===== src/source/scene_pkg.sv =====
package scene_pkg;

	// Widths and plain vector types
	// ------------------------------
	localparam int COORD_W = 9;
	localparam int COLOR_W = 3;

	typedef logic [COORD_W-1:0] coord_t;
	typedef logic [COLOR_W-1:0] color_t;
	typedef logic signed [3:0] step_t;

	// Screen and colour codes
	// ------------------------------
	localparam int SCREEN_W = 320;
	localparam int SCREEN_H = 240;
	localparam int GROUND_Y = 210;

	localparam color_t COLOR_BACK    = 3'd0;
	localparam color_t COLOR_GROUND  = 3'd7;
	localparam color_t COLOR_CITY    = 3'd2;
	localparam color_t COLOR_MISSILE = 3'd5;

	// Filled rectangles, painted in table order
	// ------------------------------
	typedef struct packed {
		coord_t x0;
		coord_t y0;
		coord_t width;
		coord_t height;
		color_t color;
	} rect_t;

	localparam int NUM_RECTS = 7;
	typedef logic [2:0] rect_idx_t;

	localparam rect_t RECT_TABLE [NUM_RECTS] = '{
		'{9'd0, 9'd0, 9'(SCREEN_W), 9'(SCREEN_H), COLOR_BACK},
		'{9'd0, 9'(GROUND_Y), 9'(SCREEN_W), 9'(SCREEN_H - GROUND_Y), COLOR_GROUND},
		'{9'd152, 9'd200, 9'd16, 9'd10, COLOR_CITY},
		'{9'd78, 9'd203, 9'd7, 9'd2, COLOR_CITY},
		'{9'd75, 9'd205, 9'd10, 9'd5, COLOR_CITY},
		'{9'd238, 9'd203, 9'd7, 9'd2, COLOR_CITY},
		'{9'd235, 9'd205, 9'd10, 9'd5, COLOR_CITY}
	};

	// Enemy missiles, all starting at row 0
	// ------------------------------
	typedef struct packed {
		coord_t x0;
		step_t dx;
	} missile_t;

	localparam int NUM_MISSILES = 4;
	typedef logic [1:0] missile_idx_t;

	localparam missile_t MISSILE_TABLE [NUM_MISSILES] = '{
		'{9'd54, 4'sd1},
		'{9'd128, -4'sd2},
		'{9'd56, 4'sd4},
		'{9'd266, -4'sd1}
	};

	localparam int MISSILE_DY    = 8;
	localparam int MISSILE_Y_END = 206;

	// Output record and credits
	typedef struct packed {
		coord_t x;
		coord_t y;
		color_t color;
	} pixel_t;

	localparam int PIX_CREDITS = 4;
	typedef logic [2:0] credit_t;

	typedef enum logic [1:0] {
		SRC_NONE,
		SRC_RECT,
		SRC_MISSILE
	} src_sel_t;

	typedef enum logic [2:0] {
		IDLE,
		RECT_RUN,
		MISSILE_NEXT,
		MISSILE_RUN,
		FINISH
	} ctrl_state_t;

endpackage


===== src/source/missile_tracer.sv =====
`timescale 1ns/10ps

module missile_tracer
	import scene_pkg::*;
(
	input  logic         clk,
	input  logic         rst,
	input  missile_idx_t missile_idx,
	input  logic         missile_go,
	input  logic         take,
	output pixel_t       pixel,
	output logic         pixel_valid,
	output logic         trail_last
);

	coord_t cx;
	coord_t cy;
	step_t dx;
	coord_t next_y;
	logic active;
	logic last_point;

	assign next_y = cy + coord_t'(MISSILE_DY);
	// Next step would reach the city row
	assign last_point = (next_y >= coord_t'(MISSILE_Y_END));

	// Step along the trail
	// ------------------------------
	always_ff @(posedge clk or negedge rst)
	begin
		if (!rst)
		begin
			cx <= '0;
			cy <= '0;
			dx <= '0;
			active <= 1'b0;
		end
		else if (missile_go)
		begin
			cx <= MISSILE_TABLE[missile_idx].x0;
			dx <= MISSILE_TABLE[missile_idx].dx;
			cy <= '0;
			active <= 1'b1;
		end
		else if (take && active)
		begin
			// dx is two's complement, sign extended to coordinate width
			cx <= cx + {{(COORD_W-4){dx[3]}}, dx};
			cy <= next_y;
			if (last_point)
				active <= 1'b0;
		end
	end

	assign pixel.x = cx;
	assign pixel.y = cy;
	assign pixel.color = COLOR_MISSILE;
	assign pixel_valid = active;
	assign trail_last = take && active && last_point;

endmodule


===== src/source/pixel_credit_out.sv =====
`timescale 1ns/10ps

module pixel_credit_out
	import scene_pkg::*;
(
	input  logic     clk,
	input  logic     rst,
	input  src_sel_t src_sel,
	input  pixel_t   rect_pixel,
	input  logic     rect_valid,
	input  pixel_t   trail_pixel,
	input  logic     trail_valid,
	input  logic     credit_return,
	output logic     take,
	output pixel_t   pix,
	output logic     pix_valid
);

	credit_t credit;
	pixel_t sel_pixel;
	logic sel_valid;

	always_comb
	begin
		case (src_sel)
			SRC_RECT:
			begin
				sel_pixel = rect_pixel;
				sel_valid = rect_valid;
			end
			SRC_MISSILE:
			begin
				sel_pixel = trail_pixel;
				sel_valid = trail_valid;
			end
			default:
			begin
				sel_pixel = rect_pixel;
				sel_valid = 1'b0;
			end
		endcase
	end

	// The pixel now on the output still owns one credit
	assign take = sel_valid && (credit > credit_t'(pix_valid));

	always_ff @(posedge clk)
	begin
		if (take)
			pix <= sel_pixel;
	end

	// Credit count and output valid
	// ------------------------------
	always_ff @(posedge clk or negedge rst)
	begin
		if (!rst)
		begin
			credit <= credit_t'(PIX_CREDITS);
			pix_valid <= 1'b0;
		end
		else
		begin
			credit <= credit - credit_t'(pix_valid) + credit_t'(credit_return);
			pix_valid <= take;
		end
	end

endmodule


===== src/source/rect_scanner.sv =====
`timescale 1ns/10ps

module rect_scanner
	import scene_pkg::*;
(
	input  logic      clk,
	input  logic      rst,
	input  rect_idx_t rect_idx,
	input  logic      rect_go,
	input  logic      take,
	output pixel_t    pixel,
	output logic      pixel_valid,
	output logic      rect_last
);

	rect_t cur;
	coord_t cx;
	coord_t cy;
	logic active;
	logic row_end;
	logic col_end;

	// Latched table entry
	always_ff @(posedge clk)
	begin
		if (rect_go)
			cur <= RECT_TABLE[rect_idx];
	end

	assign row_end = (cx == cur.width - 9'd1);
	assign col_end = (cy == cur.height - 9'd1);

	// Raster counters, x fastest
	// ------------------------------
	always_ff @(posedge clk or negedge rst)
	begin
		if (!rst)
		begin
			cx <= '0;
			cy <= '0;
			active <= 1'b0;
		end
		else if (rect_go)
		begin
			cx <= '0;
			cy <= '0;
			active <= 1'b1;
		end
		else if (take && active)
		begin
			if (row_end)
			begin
				cx <= '0;
				if (col_end)
					active <= 1'b0;
				else
					cy <= cy + 9'd1;
			end
			else
			begin
				cx <= cx + 9'd1;
			end
		end
	end

	assign pixel.x = cur.x0 + cx;
	assign pixel.y = cur.y0 + cy;
	assign pixel.color = cur.color;
	assign pixel_valid = active;
	assign rect_last = take && active && row_end && col_end;

endmodule


===== src/source/render_ctrl.sv =====
`timescale 1ns/10ps

module render_ctrl
	import scene_pkg::*;
(
	input  logic                    clk,
	input  logic                    rst,
	input  logic                    start,
	input  logic [NUM_MISSILES-1:0] missile_en,
	input  logic                    rect_last,
	input  logic                    trail_last,
	output rect_idx_t               rect_idx,
	output logic                    rect_go,
	output missile_idx_t            missile_idx,
	output logic                    missile_go,
	output src_sel_t                src_sel,
	output logic                    busy,
	output logic                    done
);

	ctrl_state_t state;

	// Missiles still waiting to be drawn in this frame
	logic [NUM_MISSILES-1:0] pending;
	missile_idx_t next_idx;
	logic next_found;

	// Lowest pending missile wins
	always_comb
	begin
		next_idx = '0;
		next_found = 1'b0;
		for (int i = NUM_MISSILES - 1; i >= 0; i--)
		begin
			if (pending[i])
			begin
				next_idx = missile_idx_t'(i);
				next_found = 1'b1;
			end
		end
	end

	// Sequencer
	// ------------------------------
	always_ff @(posedge clk or negedge rst)
	begin
		if (!rst)
		begin
			state <= IDLE;
			pending <= '0;
			rect_idx <= '0;
			rect_go <= 1'b0;
			missile_idx <= '0;
			missile_go <= 1'b0;
		end
		else
		begin
			rect_go <= 1'b0;
			missile_go <= 1'b0;
			case (state)
				IDLE:
				begin
					if (start)
					begin
						pending <= missile_en;
						rect_idx <= '0;
						rect_go <= 1'b1;
						state <= RECT_RUN;
					end
				end
				RECT_RUN:
				begin
					if (rect_last)
					begin
						if (rect_idx == rect_idx_t'(NUM_RECTS - 1))
						begin
							state <= MISSILE_NEXT;
						end
						else
						begin
							rect_idx <= rect_idx + 3'd1;
							rect_go <= 1'b1;
						end
					end
				end
				MISSILE_NEXT:
				begin
					if (next_found)
					begin
						missile_idx <= next_idx;
						pending[next_idx] <= 1'b0;
						missile_go <= 1'b1;
						state <= MISSILE_RUN;
					end
					else
					begin
						state <= FINISH;
					end
				end
				MISSILE_RUN:
				begin
					if (trail_last)
						state <= MISSILE_NEXT;
				end
				FINISH:
					state <= IDLE;
				default:
					state <= IDLE;
			endcase
		end
	end

	// Output decode
	always_comb
	begin
		case (state)
			RECT_RUN:    src_sel = SRC_RECT;
			MISSILE_RUN: src_sel = SRC_MISSILE;
			default:     src_sel = SRC_NONE;
		endcase
	end

	// Done lands one cycle after the last pixel leaves the output register
	assign done = (state == FINISH);
	assign busy = (state != IDLE) && (state != FINISH);

endmodule


===== src/source/scene_render_top.sv =====
`timescale 1ns/10ps

module scene_render_top
	import scene_pkg::*;
(
	input  logic                    clk,
	input  logic                    rst,
	input  logic                    start,
	input  logic [NUM_MISSILES-1:0] missile_en,
	input  logic                    credit_return,
	output pixel_t                  pix,
	output logic                    pix_valid,
	output logic                    busy,
	output logic                    done
);

	rect_idx_t rect_idx;
	logic rect_go;
	logic rect_last;
	missile_idx_t missile_idx;
	logic missile_go;
	logic trail_last;
	src_sel_t src_sel;

	// Source handshake
	pixel_t rect_pixel;
	logic rect_valid;
	pixel_t trail_pixel;
	logic trail_valid;
	logic take;

	render_ctrl u_ctrl (
		.clk         (clk),
		.rst         (rst),
		.start       (start),
		.missile_en  (missile_en),
		.rect_last   (rect_last),
		.trail_last  (trail_last),
		.rect_idx    (rect_idx),
		.rect_go     (rect_go),
		.missile_idx (missile_idx),
		.missile_go  (missile_go),
		.src_sel     (src_sel),
		.busy        (busy),
		.done        (done)
	);

	rect_scanner u_rect (
		.clk         (clk),
		.rst         (rst),
		.rect_idx    (rect_idx),
		.rect_go     (rect_go),
		.take        (take),
		.pixel       (rect_pixel),
		.pixel_valid (rect_valid),
		.rect_last   (rect_last)
	);

	missile_tracer u_trail (
		.clk         (clk),
		.rst         (rst),
		.missile_idx (missile_idx),
		.missile_go  (missile_go),
		.take        (take),
		.pixel       (trail_pixel),
		.pixel_valid (trail_valid),
		.trail_last  (trail_last)
	);

	pixel_credit_out u_out (
		.clk           (clk),
		.rst           (rst),
		.src_sel       (src_sel),
		.rect_pixel    (rect_pixel),
		.rect_valid    (rect_valid),
		.trail_pixel   (trail_pixel),
		.trail_valid   (trail_valid),
		.credit_return (credit_return),
		.take          (take),
		.pix           (pix),
		.pix_valid     (pix_valid)
	);

endmodule


===== config.mk =====
export PLATFORM = sky130hd
export DESIGN_NAME = scene_render_top
export DESIGN_NICKNAME = d
export VERILOG_FILES = /design/src/source/scene_pkg.sv /design/src/source/missile_tracer.sv /design/src/source/pixel_credit_out.sv /design/src/source/rect_scanner.sv /design/src/source/render_ctrl.sv /design/src/source/scene_render_top.sv
export SDC_FILE = /design/constraint.sdc
export NUM_CORES = 1
export LEC_CHECK = 0
export ABC_AREA = 1
export BUFFER_PORTS_ARGS = -buffer_cell sky130_fd_sc_hd__buf_2
export CAP_MARGIN = 30
export CORE_AREA = 10 10 124 126
export CTS_BUF_LIST = sky130_fd_sc_hd__clkbuf_4
export DETAILED_ROUTE_END_ITERATION = 16
export DIE_AREA = 0 0 134 136
export MAX_ROUTING_LAYER = met4
export PLACE_DENSITY_LB_ADDON = 0.25
export REMOVE_ABC_BUFFERS = 1
export SLEW_MARGIN = 20
export SYNTH_ARGS = -nofsm -noshare
export SYNTH_HDL_FRONTEND = slang
export SYNTH_SLANG_ARGS = --single-unit

===== constraint.sdc =====
create_clock -name clk -period 5.7 [get_ports clk]
set_clock_uncertainty 0.05 [all_clocks]
set_input_delay 0.57 -clock clk [delete_from_list [all_inputs] [get_ports clk]]
set_output_delay 0.57 -clock clk [all_outputs]
set_load 0.01 [all_outputs]

## Yosys cells after proc, flatten, opt, wreduce, memory -nomap -nowiden

Memories as Yosys holds them, arrays and structs flattened. A register that Yosys moved wholly into a read port is not among the register bits.
Index checks and enable logic that the tools add are counted.

| operators by class | value |
|---|---|
| muxes and demuxes | 53 |
| bitwise gates (word level) | 4 |
| equality and inequality tests | 17 |
| order comparisons | 5 |
| reduce and logical (&&, ||, !) cells | 24 |
| $add $sub $neg | 11 |

Operators by type and width:

| operator | number |
|---|---|
| 9-bit two-way mux | 11 |
| 9-bit adder | 3 |
| 13-bit binary-select mux with 2-bit select | 1 |
| 13-bit two-way mux | 2 |
| 3-bit two-way mux | 8 |
| 21-bit two-way mux | 1 |
| 9-bit by 1-bit adder with 9-bit output, second input constant | 2 |
| 9-bit == test | 2 |
| 9-bit by 1-bit subtractor with 9-bit output, second input constant | 2 |
| 1-bit two-way mux | 17 |
| 2-bit nonzero test | 7 |
| 3-bit case mux with 4 select lines | 1 |
| 2-bit inequality test, second input constant | 5 |
| 9-bit by 4-bit adder with 9-bit output, second input constant | 1 |
| 9-bit by 8-bit >= comparator with 1-bit output, second input constant | 1 |
| 3-bit AND reduction | 3 |
| 1-bit logical AND | 8 |
| 2-bit two-way mux | 4 |
| 4-bit two-way mux | 2 |
| 4-bit case mux with 2 select lines | 1 |
| 4-bit AND reduction | 2 |
| 3-bit by 2-bit == test with 1-bit output, second input constant | 2 |
| 3-bit == test, second input constant | 2 |
| 3-bit case mux with 2 select lines | 1 |
| other kinds (22) | 25 |

| word-level totals | value |
|---|---|
| bits in registers | 81 |
| memories | 1 |
| input bits | 8 |
| memory bits (read-only) | 312 |
| output and inout bits | 24 |
| word-level logic and storage cells | 133 |

Memories:

| memory | words | width | rd ports | clocked after memory_dff | write ports | RTL line | RTL |
|---|---|---|---|---|---|---|---|
| (name not given) | 8 | 39 | 1 | 1 | 0 | rect_scanner.sv:27 | `cur <= RECT_TABLE[rect_idx];` |

## Logic depth before layout (Yosys ltp)

| depth | value |
|---|---|
| depth in word-level cells | 12 |
| mapped depth | 17 |
| mapped depth without buffers | 16 |

## Cells and area by module

Synthesis repeated with hierarchy kept, for this count alone.

| second synthesis, totals | value |
|---|---|
| cells, all modules | 775 |
| area total of the unflattened synthesis | 6338.6 sq um |

By module, submodules not included:

| module | sequential area each (sq um) | area each (sq um) | instances | cells each |
|---|---|---|---|---|
| rect_scanner | 925.9 | 2917.8 | 1 | 385 |
| missile_tracer | 475.5 | 1370.1 | 1 | 174 |
| pixel_credit_out | 732.0 | 1285.0 | 1 | 117 |
| render_ctrl | 350.3 | 765.7 | 1 | 99 |

## Worst setup path before layout

Ideal clock, no wire load.

| timing | value |
|---|---|
| path kind | register to register |
| from | reg u_ctrl.state[2] |
| to | reg u_rect.cx[7] |
| setup slack | 2.818 ns |
| arrival | 2.697 ns |
| stages on the path, launching flop included | 14 |
| required time | 5.515 ns |
| path buffers | 0 |
| setup time | 0.135 ns |
| period minus slack after synthesis | 2.882 ns |
| cell sequence | dfrtp_1 -> nor3_1 -> inv_1 -> ha_1 -> nand2_1 -> a31oi_1 -> nand2_1 -> inv_1 -> nand2_2 -> nand2_1 -> nand3_1 -> nor2_1 -> xor2_1 -> nor2_1 |

| on the way | value |
|---|---|
| cells in the longest elaborated chain, start to end | 7 |
| elaborated cells on any way between the ends | 9 |
| classes of those cells | eq/ne: 4; mux: 2; reduce/logical: 3 |

Ends and longest elaborated chain:

| item | RTL line | RTL |
|---|---|---|
| from (decl) | render_ctrl.sv:21 | `ctrl_state_t state;` |
| from (signal assigned) | render_ctrl.sv:49 | `state <= IDLE;` |
| from (signal assigned) | render_ctrl.sv:68 | `state <= RECT_RUN;` |
| from (signal assigned) | render_ctrl.sv:77 | `state <= MISSILE_NEXT;` |
| 3-bit by 2-bit == test with 1-bit output or 3-bit by 1-bit == test with 1-bit output (tied branches) | render_ctrl.sv:116 | `case (state)` |
| 2-bit case mux with 2 select lines * | render_ctrl.sv:116 |  |
| 2-bit == test or 2-bit by 1-bit == test with 1-bit output (tied branches) | pixel_credit_out.sv:25 | `case (src_sel)` |
| 1-bit case mux with 2 select lines * | pixel_credit_out.sv:25 |  |
| 1-bit logical AND * | pixel_credit_out.sv:45 | `assign take = sel_valid && (credit > credit_t'(pix_valid));` |
| via take | scene_render_top.sv:30 | `logic take;` |
| 1-bit logical AND * | rect_scanner.sv:49 | `else if (take && active)` |
| 2-bit nonzero test (no source line) * | - |  |
| to (signal assigned) | rect_scanner.sv:61 | `cx <= cx + 9'd1;` |
| to (decl) | rect_scanner.sv:17 | `coord_t cx;` |

Mark *: on every way through the listed nets, which the timed path passes. The rest lies on a longest branch.
A chain may end at the register's enable or synchronous reset.

## Final worst setup path

| timing | value |
|---|---|
| from | reg u_ctrl.state[2] |
| to | reg u_rect.cy[7] |

| on the way | value |
|---|---|
| cells in the longest elaborated chain, start to end | 8 |
| elaborated cells on any way between the ends | 10 |
| classes of those cells | eq/ne: 4; mux: 2; reduce/logical: 4 |

Ends and longest elaborated chain:

| item | RTL line | RTL |
|---|---|---|
| 3-bit by 2-bit == test with 1-bit output or 3-bit by 1-bit == test with 1-bit output (tied branches) | render_ctrl.sv:116 |  |
| 2-bit case mux with 2 select lines * | render_ctrl.sv:116 |  |
| 2-bit == test or 2-bit by 1-bit == test with 1-bit output (tied branches) | pixel_credit_out.sv:25 |  |
| 1-bit case mux with 2 select lines * | pixel_credit_out.sv:25 |  |
| 1-bit logical AND * | pixel_credit_out.sv:45 |  |
| via take | scene_render_top.sv:30 |  |
| 1-bit logical AND * | rect_scanner.sv:49 |  |
| 2-bit nonzero test (no source line) * | - |  |
| 3-bit AND reduction (no source line) * | - |  |
| to (signal assigned) | rect_scanner.sv:57 | `cy <= cy + 9'd1;` |
| to (decl) | rect_scanner.sv:18 | `coord_t cy;` |

Marked as above.

==> results.cfg <==
[route]
finalWirelength_um = 13000
drt_first_iter_violations = 304
antenna_left = 0
drc_errors = 0
vias_per_cell = 5.13
wl_per_cell_um = 14.5
vias = 4598
drt_pass1_iterations = 5

[layout]
nNetsFinal = 772
syn_to_final_growth_pct = 7.68
antenna_cells = 0
instances_no_fill = 896
multi_input_area_mm2 = 0.00282
n_fill_cell = 1275
seq_area_mm2 = 0.00245
final_layout_size_suffix_gt1_frac = 0.104

[critical_path]
critical_path.endpoint_type = register
regToRegStartpoint = u_ctrl.state[2]$_DFFE_PN0P_
crit_fanout = 23
cp-start-kind = register
r2r-end = u_rect.cy[7]$_DFFE_PN0P_
reg2reg_slack_ps = 1770
r2r_cells = 13
worst-setup-path-type = reg2reg
cp.required_ps = 6020
arrival_ps = 4240

[sta]
timing.final.crit_share = 0.689
fmax_mhz = 255
slew_headroom = 0.422
final-max-slew-violation-count = 0
fin_tns_setup_ps = 0
hold_viol_final = 0
tightestPinTransition_ps = 866
min_period_ps = 3930
setup_viol = 0
rsz0062_at_grt = false

[power_and_ir_drop]
leakagePower_nw = 2.98
power.density_mw_per_mm2 = 485
ir_drop_v = 0.000230

[global_route]
grt_usage = 0.153
grt_overflow = 0
grt_pass1_wl_um = 21800
grt_max_degree = 57
grt_pass1_vias = 4486
antenna_found_initial = 0

[clocking]
postCtsHoldBufs = 0
ctsResizeCount = 0
h-tree-depth = 3
clkSlewWorstSetupHoldPaths_ps = 150
post_cts_buffers = 0
cts_made_buffers = 9
cts_buffer_depth = 2
clock_sink_count = 91
cts_root_buffer = clkbuf_4
cts_tree = built
clock_latency_ps = 460

[placement]
dp_hpwl_um = 10100
io_buffer_count = 31
place.gp.congestion = 0.917
dp_cells = 880

[synthesis]
synthCells = 681
synth_edf_count = 35
synthFlopType = dfrtp_1
ys_types = 42
ys_seq_elements = 91
async_flop_share = 0.615
syn_area_mm2 = 0.00570
synth.avg_cell_area_um2 = 8.37
yosysWarnings = 0
seq_area_frac_synth = 0.431

[hold_path]
hold_path_class = in2async

[job]
maxCapViolCount = 0

[floorplanning]
start_util = 0.439
core_mm2 = 0.0130
ioPinCount = 32
rows = 42
dieArea_mm2 = 0.0182
die-height_um = 136
die_x_um = 134

[run_status]
outcome = finished, final reports clean
==> through the flow <==
step                hold WS, ps  area, um2  setup WS [ps]  power (mW)   util
floorplan                   224       5640           2560        2.20      -
global placement            415       6020           1960        2.62  0.464
detailed placement          410       6020           1800        2.65  0.464
CTS                         202       6140           1740        3.00  0.473
global route                221       6140           1260        3.27  0.473
finish                      180       6140           1770        2.98  0.473
==> critical path, cell delays in order (launching register included) <==
cell	delay, ps
dfrtp_1	450
nor3_1	340
ha_1	540
inv_1	410
o21ai_0	270
nand2_1	90
inv_1	650
nand2_2	240
nor2_4	220
o21ai_2	90
nand2_4	180
inv_1	150
nand2_1	90
nand2_1	50
==> synth_stat cells (6+ instances only) <==
| cell type | count | share of area |
|---|---|---|
| xnor2_1 | 6 | 0.0092 |
| nand4_1 | 12 | 0.013 |
| a21oi_1 | 36 | 0.032 |
| dfrtp_1 | 55 | 0.24 |
| xor2_1 | 24 | 0.037 |
| ha_1 | 45 | 0.099 |
| edfxtp_1 | 35 | 0.18 |
| o22ai_1 | 7 | 0.0077 |
| nand2_1 | 149 | 0.098 |
| nand2_2 | 8 | 0.0088 |
| nor2_1 | 72 | 0.047 |
| o21ai_0 | 33 | 0.029 |
| nor3_1 | 10 | 0.0088 |
| inv_1 | 94 | 0.062 |
| nand3_1 | 43 | 0.038 |
==> cells by family (layout without fill, tap and decap cells) <==
kind of cell,Yosys count,in the layout,synth area share
compound gates,96,96,0.0966
xor+xnor,30,30,0.0461
fa+ha+maj,49,49,0.113
buf+inv,106,145,0.0751
flops,91,91,0.431
simple gates,309,309,0.239
==> sequential cells by signal (all words and copies together), names as in the netlist <==
name                 cells
u_out.pix               20
u_rect.cur              15
u_rect.cx                9
u_rect.cy                9
u_trail.cx               9
u_trail.cy               6
u_ctrl.pending           4
u_ctrl.rect_idx          3
u_ctrl.state             3
u_out.credit             3
u_trail.dx               3
u_ctrl.missile_idx       2
u_ctrl.missile_go        1
u_ctrl.rect_go           1
u_out.pix_valid          1
u_rect.pixel_valid       1
u_trail.pixel_valid      1
==> layout by cell type, fill, tap and decap left out, types with 2 or more instances in the layout <==
master / n
clkbuf_4: 11
a32o_1: 2
edfxtp_1: 35
o211ai_1: 2
o311ai_0: 2
buf_2: 31
o221ai_1: 2
xor2_1: 24
fa_1: 4
nand2_2: 8
nor2_1: 72
o22ai_1: 7
o21ai_2: 4
nand2_1: 149
nand3_1: 43
o21ai_0: 33
a21oi_1: 36
nor3b_1: 2
a21o_1: 2
nand3_2: 5
clkinv_1: 2
nor3_1: 10
or2_2: 3
nor2_4: 2
inv_6: 2
inv_1: 94
nand4_1: 12
ha_1: 45
a31oi_1: 2
xnor2_1: 6
dfrtp_1: 55
==> report_power, final <==
part	internal, mW	switching (mW)
combinational	0.515	0.944
sequential	0.985	0.198
clock	0.102	0.230
==> worst max path at each step <==
stage / start / end / slack [ps] / cells past startpoint
after global placement: u_ctrl.state[2]$_DFFE_PN0P_ / u_rect.cy[1]$_DFFE_PN0P_ / 1960 / 13
after floorplan: u_ctrl.state[2]$_DFFE_PN0P_ / u_rect.cy[2]$_DFFE_PN0P_ / 2560 / 13
after detailed placement: u_ctrl.state[2]$_DFFE_PN0P_ / u_rect.cy[7]$_DFFE_PN0P_ / 1800 / 13
after global routing: u_ctrl.state[2]$_DFFE_PN0P_ / u_rect.cx[7]$_DFFE_PN0P_ / 1260 / 12
final: u_ctrl.state[2]$_DFFE_PN0P_ / u_rect.cy[7]$_DFFE_PN0P_ / 1770 / 13
after CTS: u_ctrl.state[2]$_DFFE_PN0P_ / u_rect.cy[7]$_DFFE_PN0P_ / 1740 / 13
==> per-layer routing <==
| layer | wire length (um) | vias to the layer above | global-route usage |
|---|---|---|---|
| li1 | - | 2311 | - |
| met1 | 6070 | 2193 | 0.192 |
| met2 | 6260 | 83 | 0.242 |
| met3 | 549 | 11 | 0.0325 |
| met4 | 145 | 0 | 0.0459 |
| met5 | 0 | - | - |
==> cell type report <==
class                           count  share of cell area
Multi-Input combinational cell    484               0.459
Sequential cell                    91               0.400
Inverter                           97              0.0593
Tap cell                          176              0.0359
Timing Repair Buffer               32              0.0265
Clock buffer                       11              0.0135
Clock inverter                      5             0.00591
(Power assumes the default switching activity.)
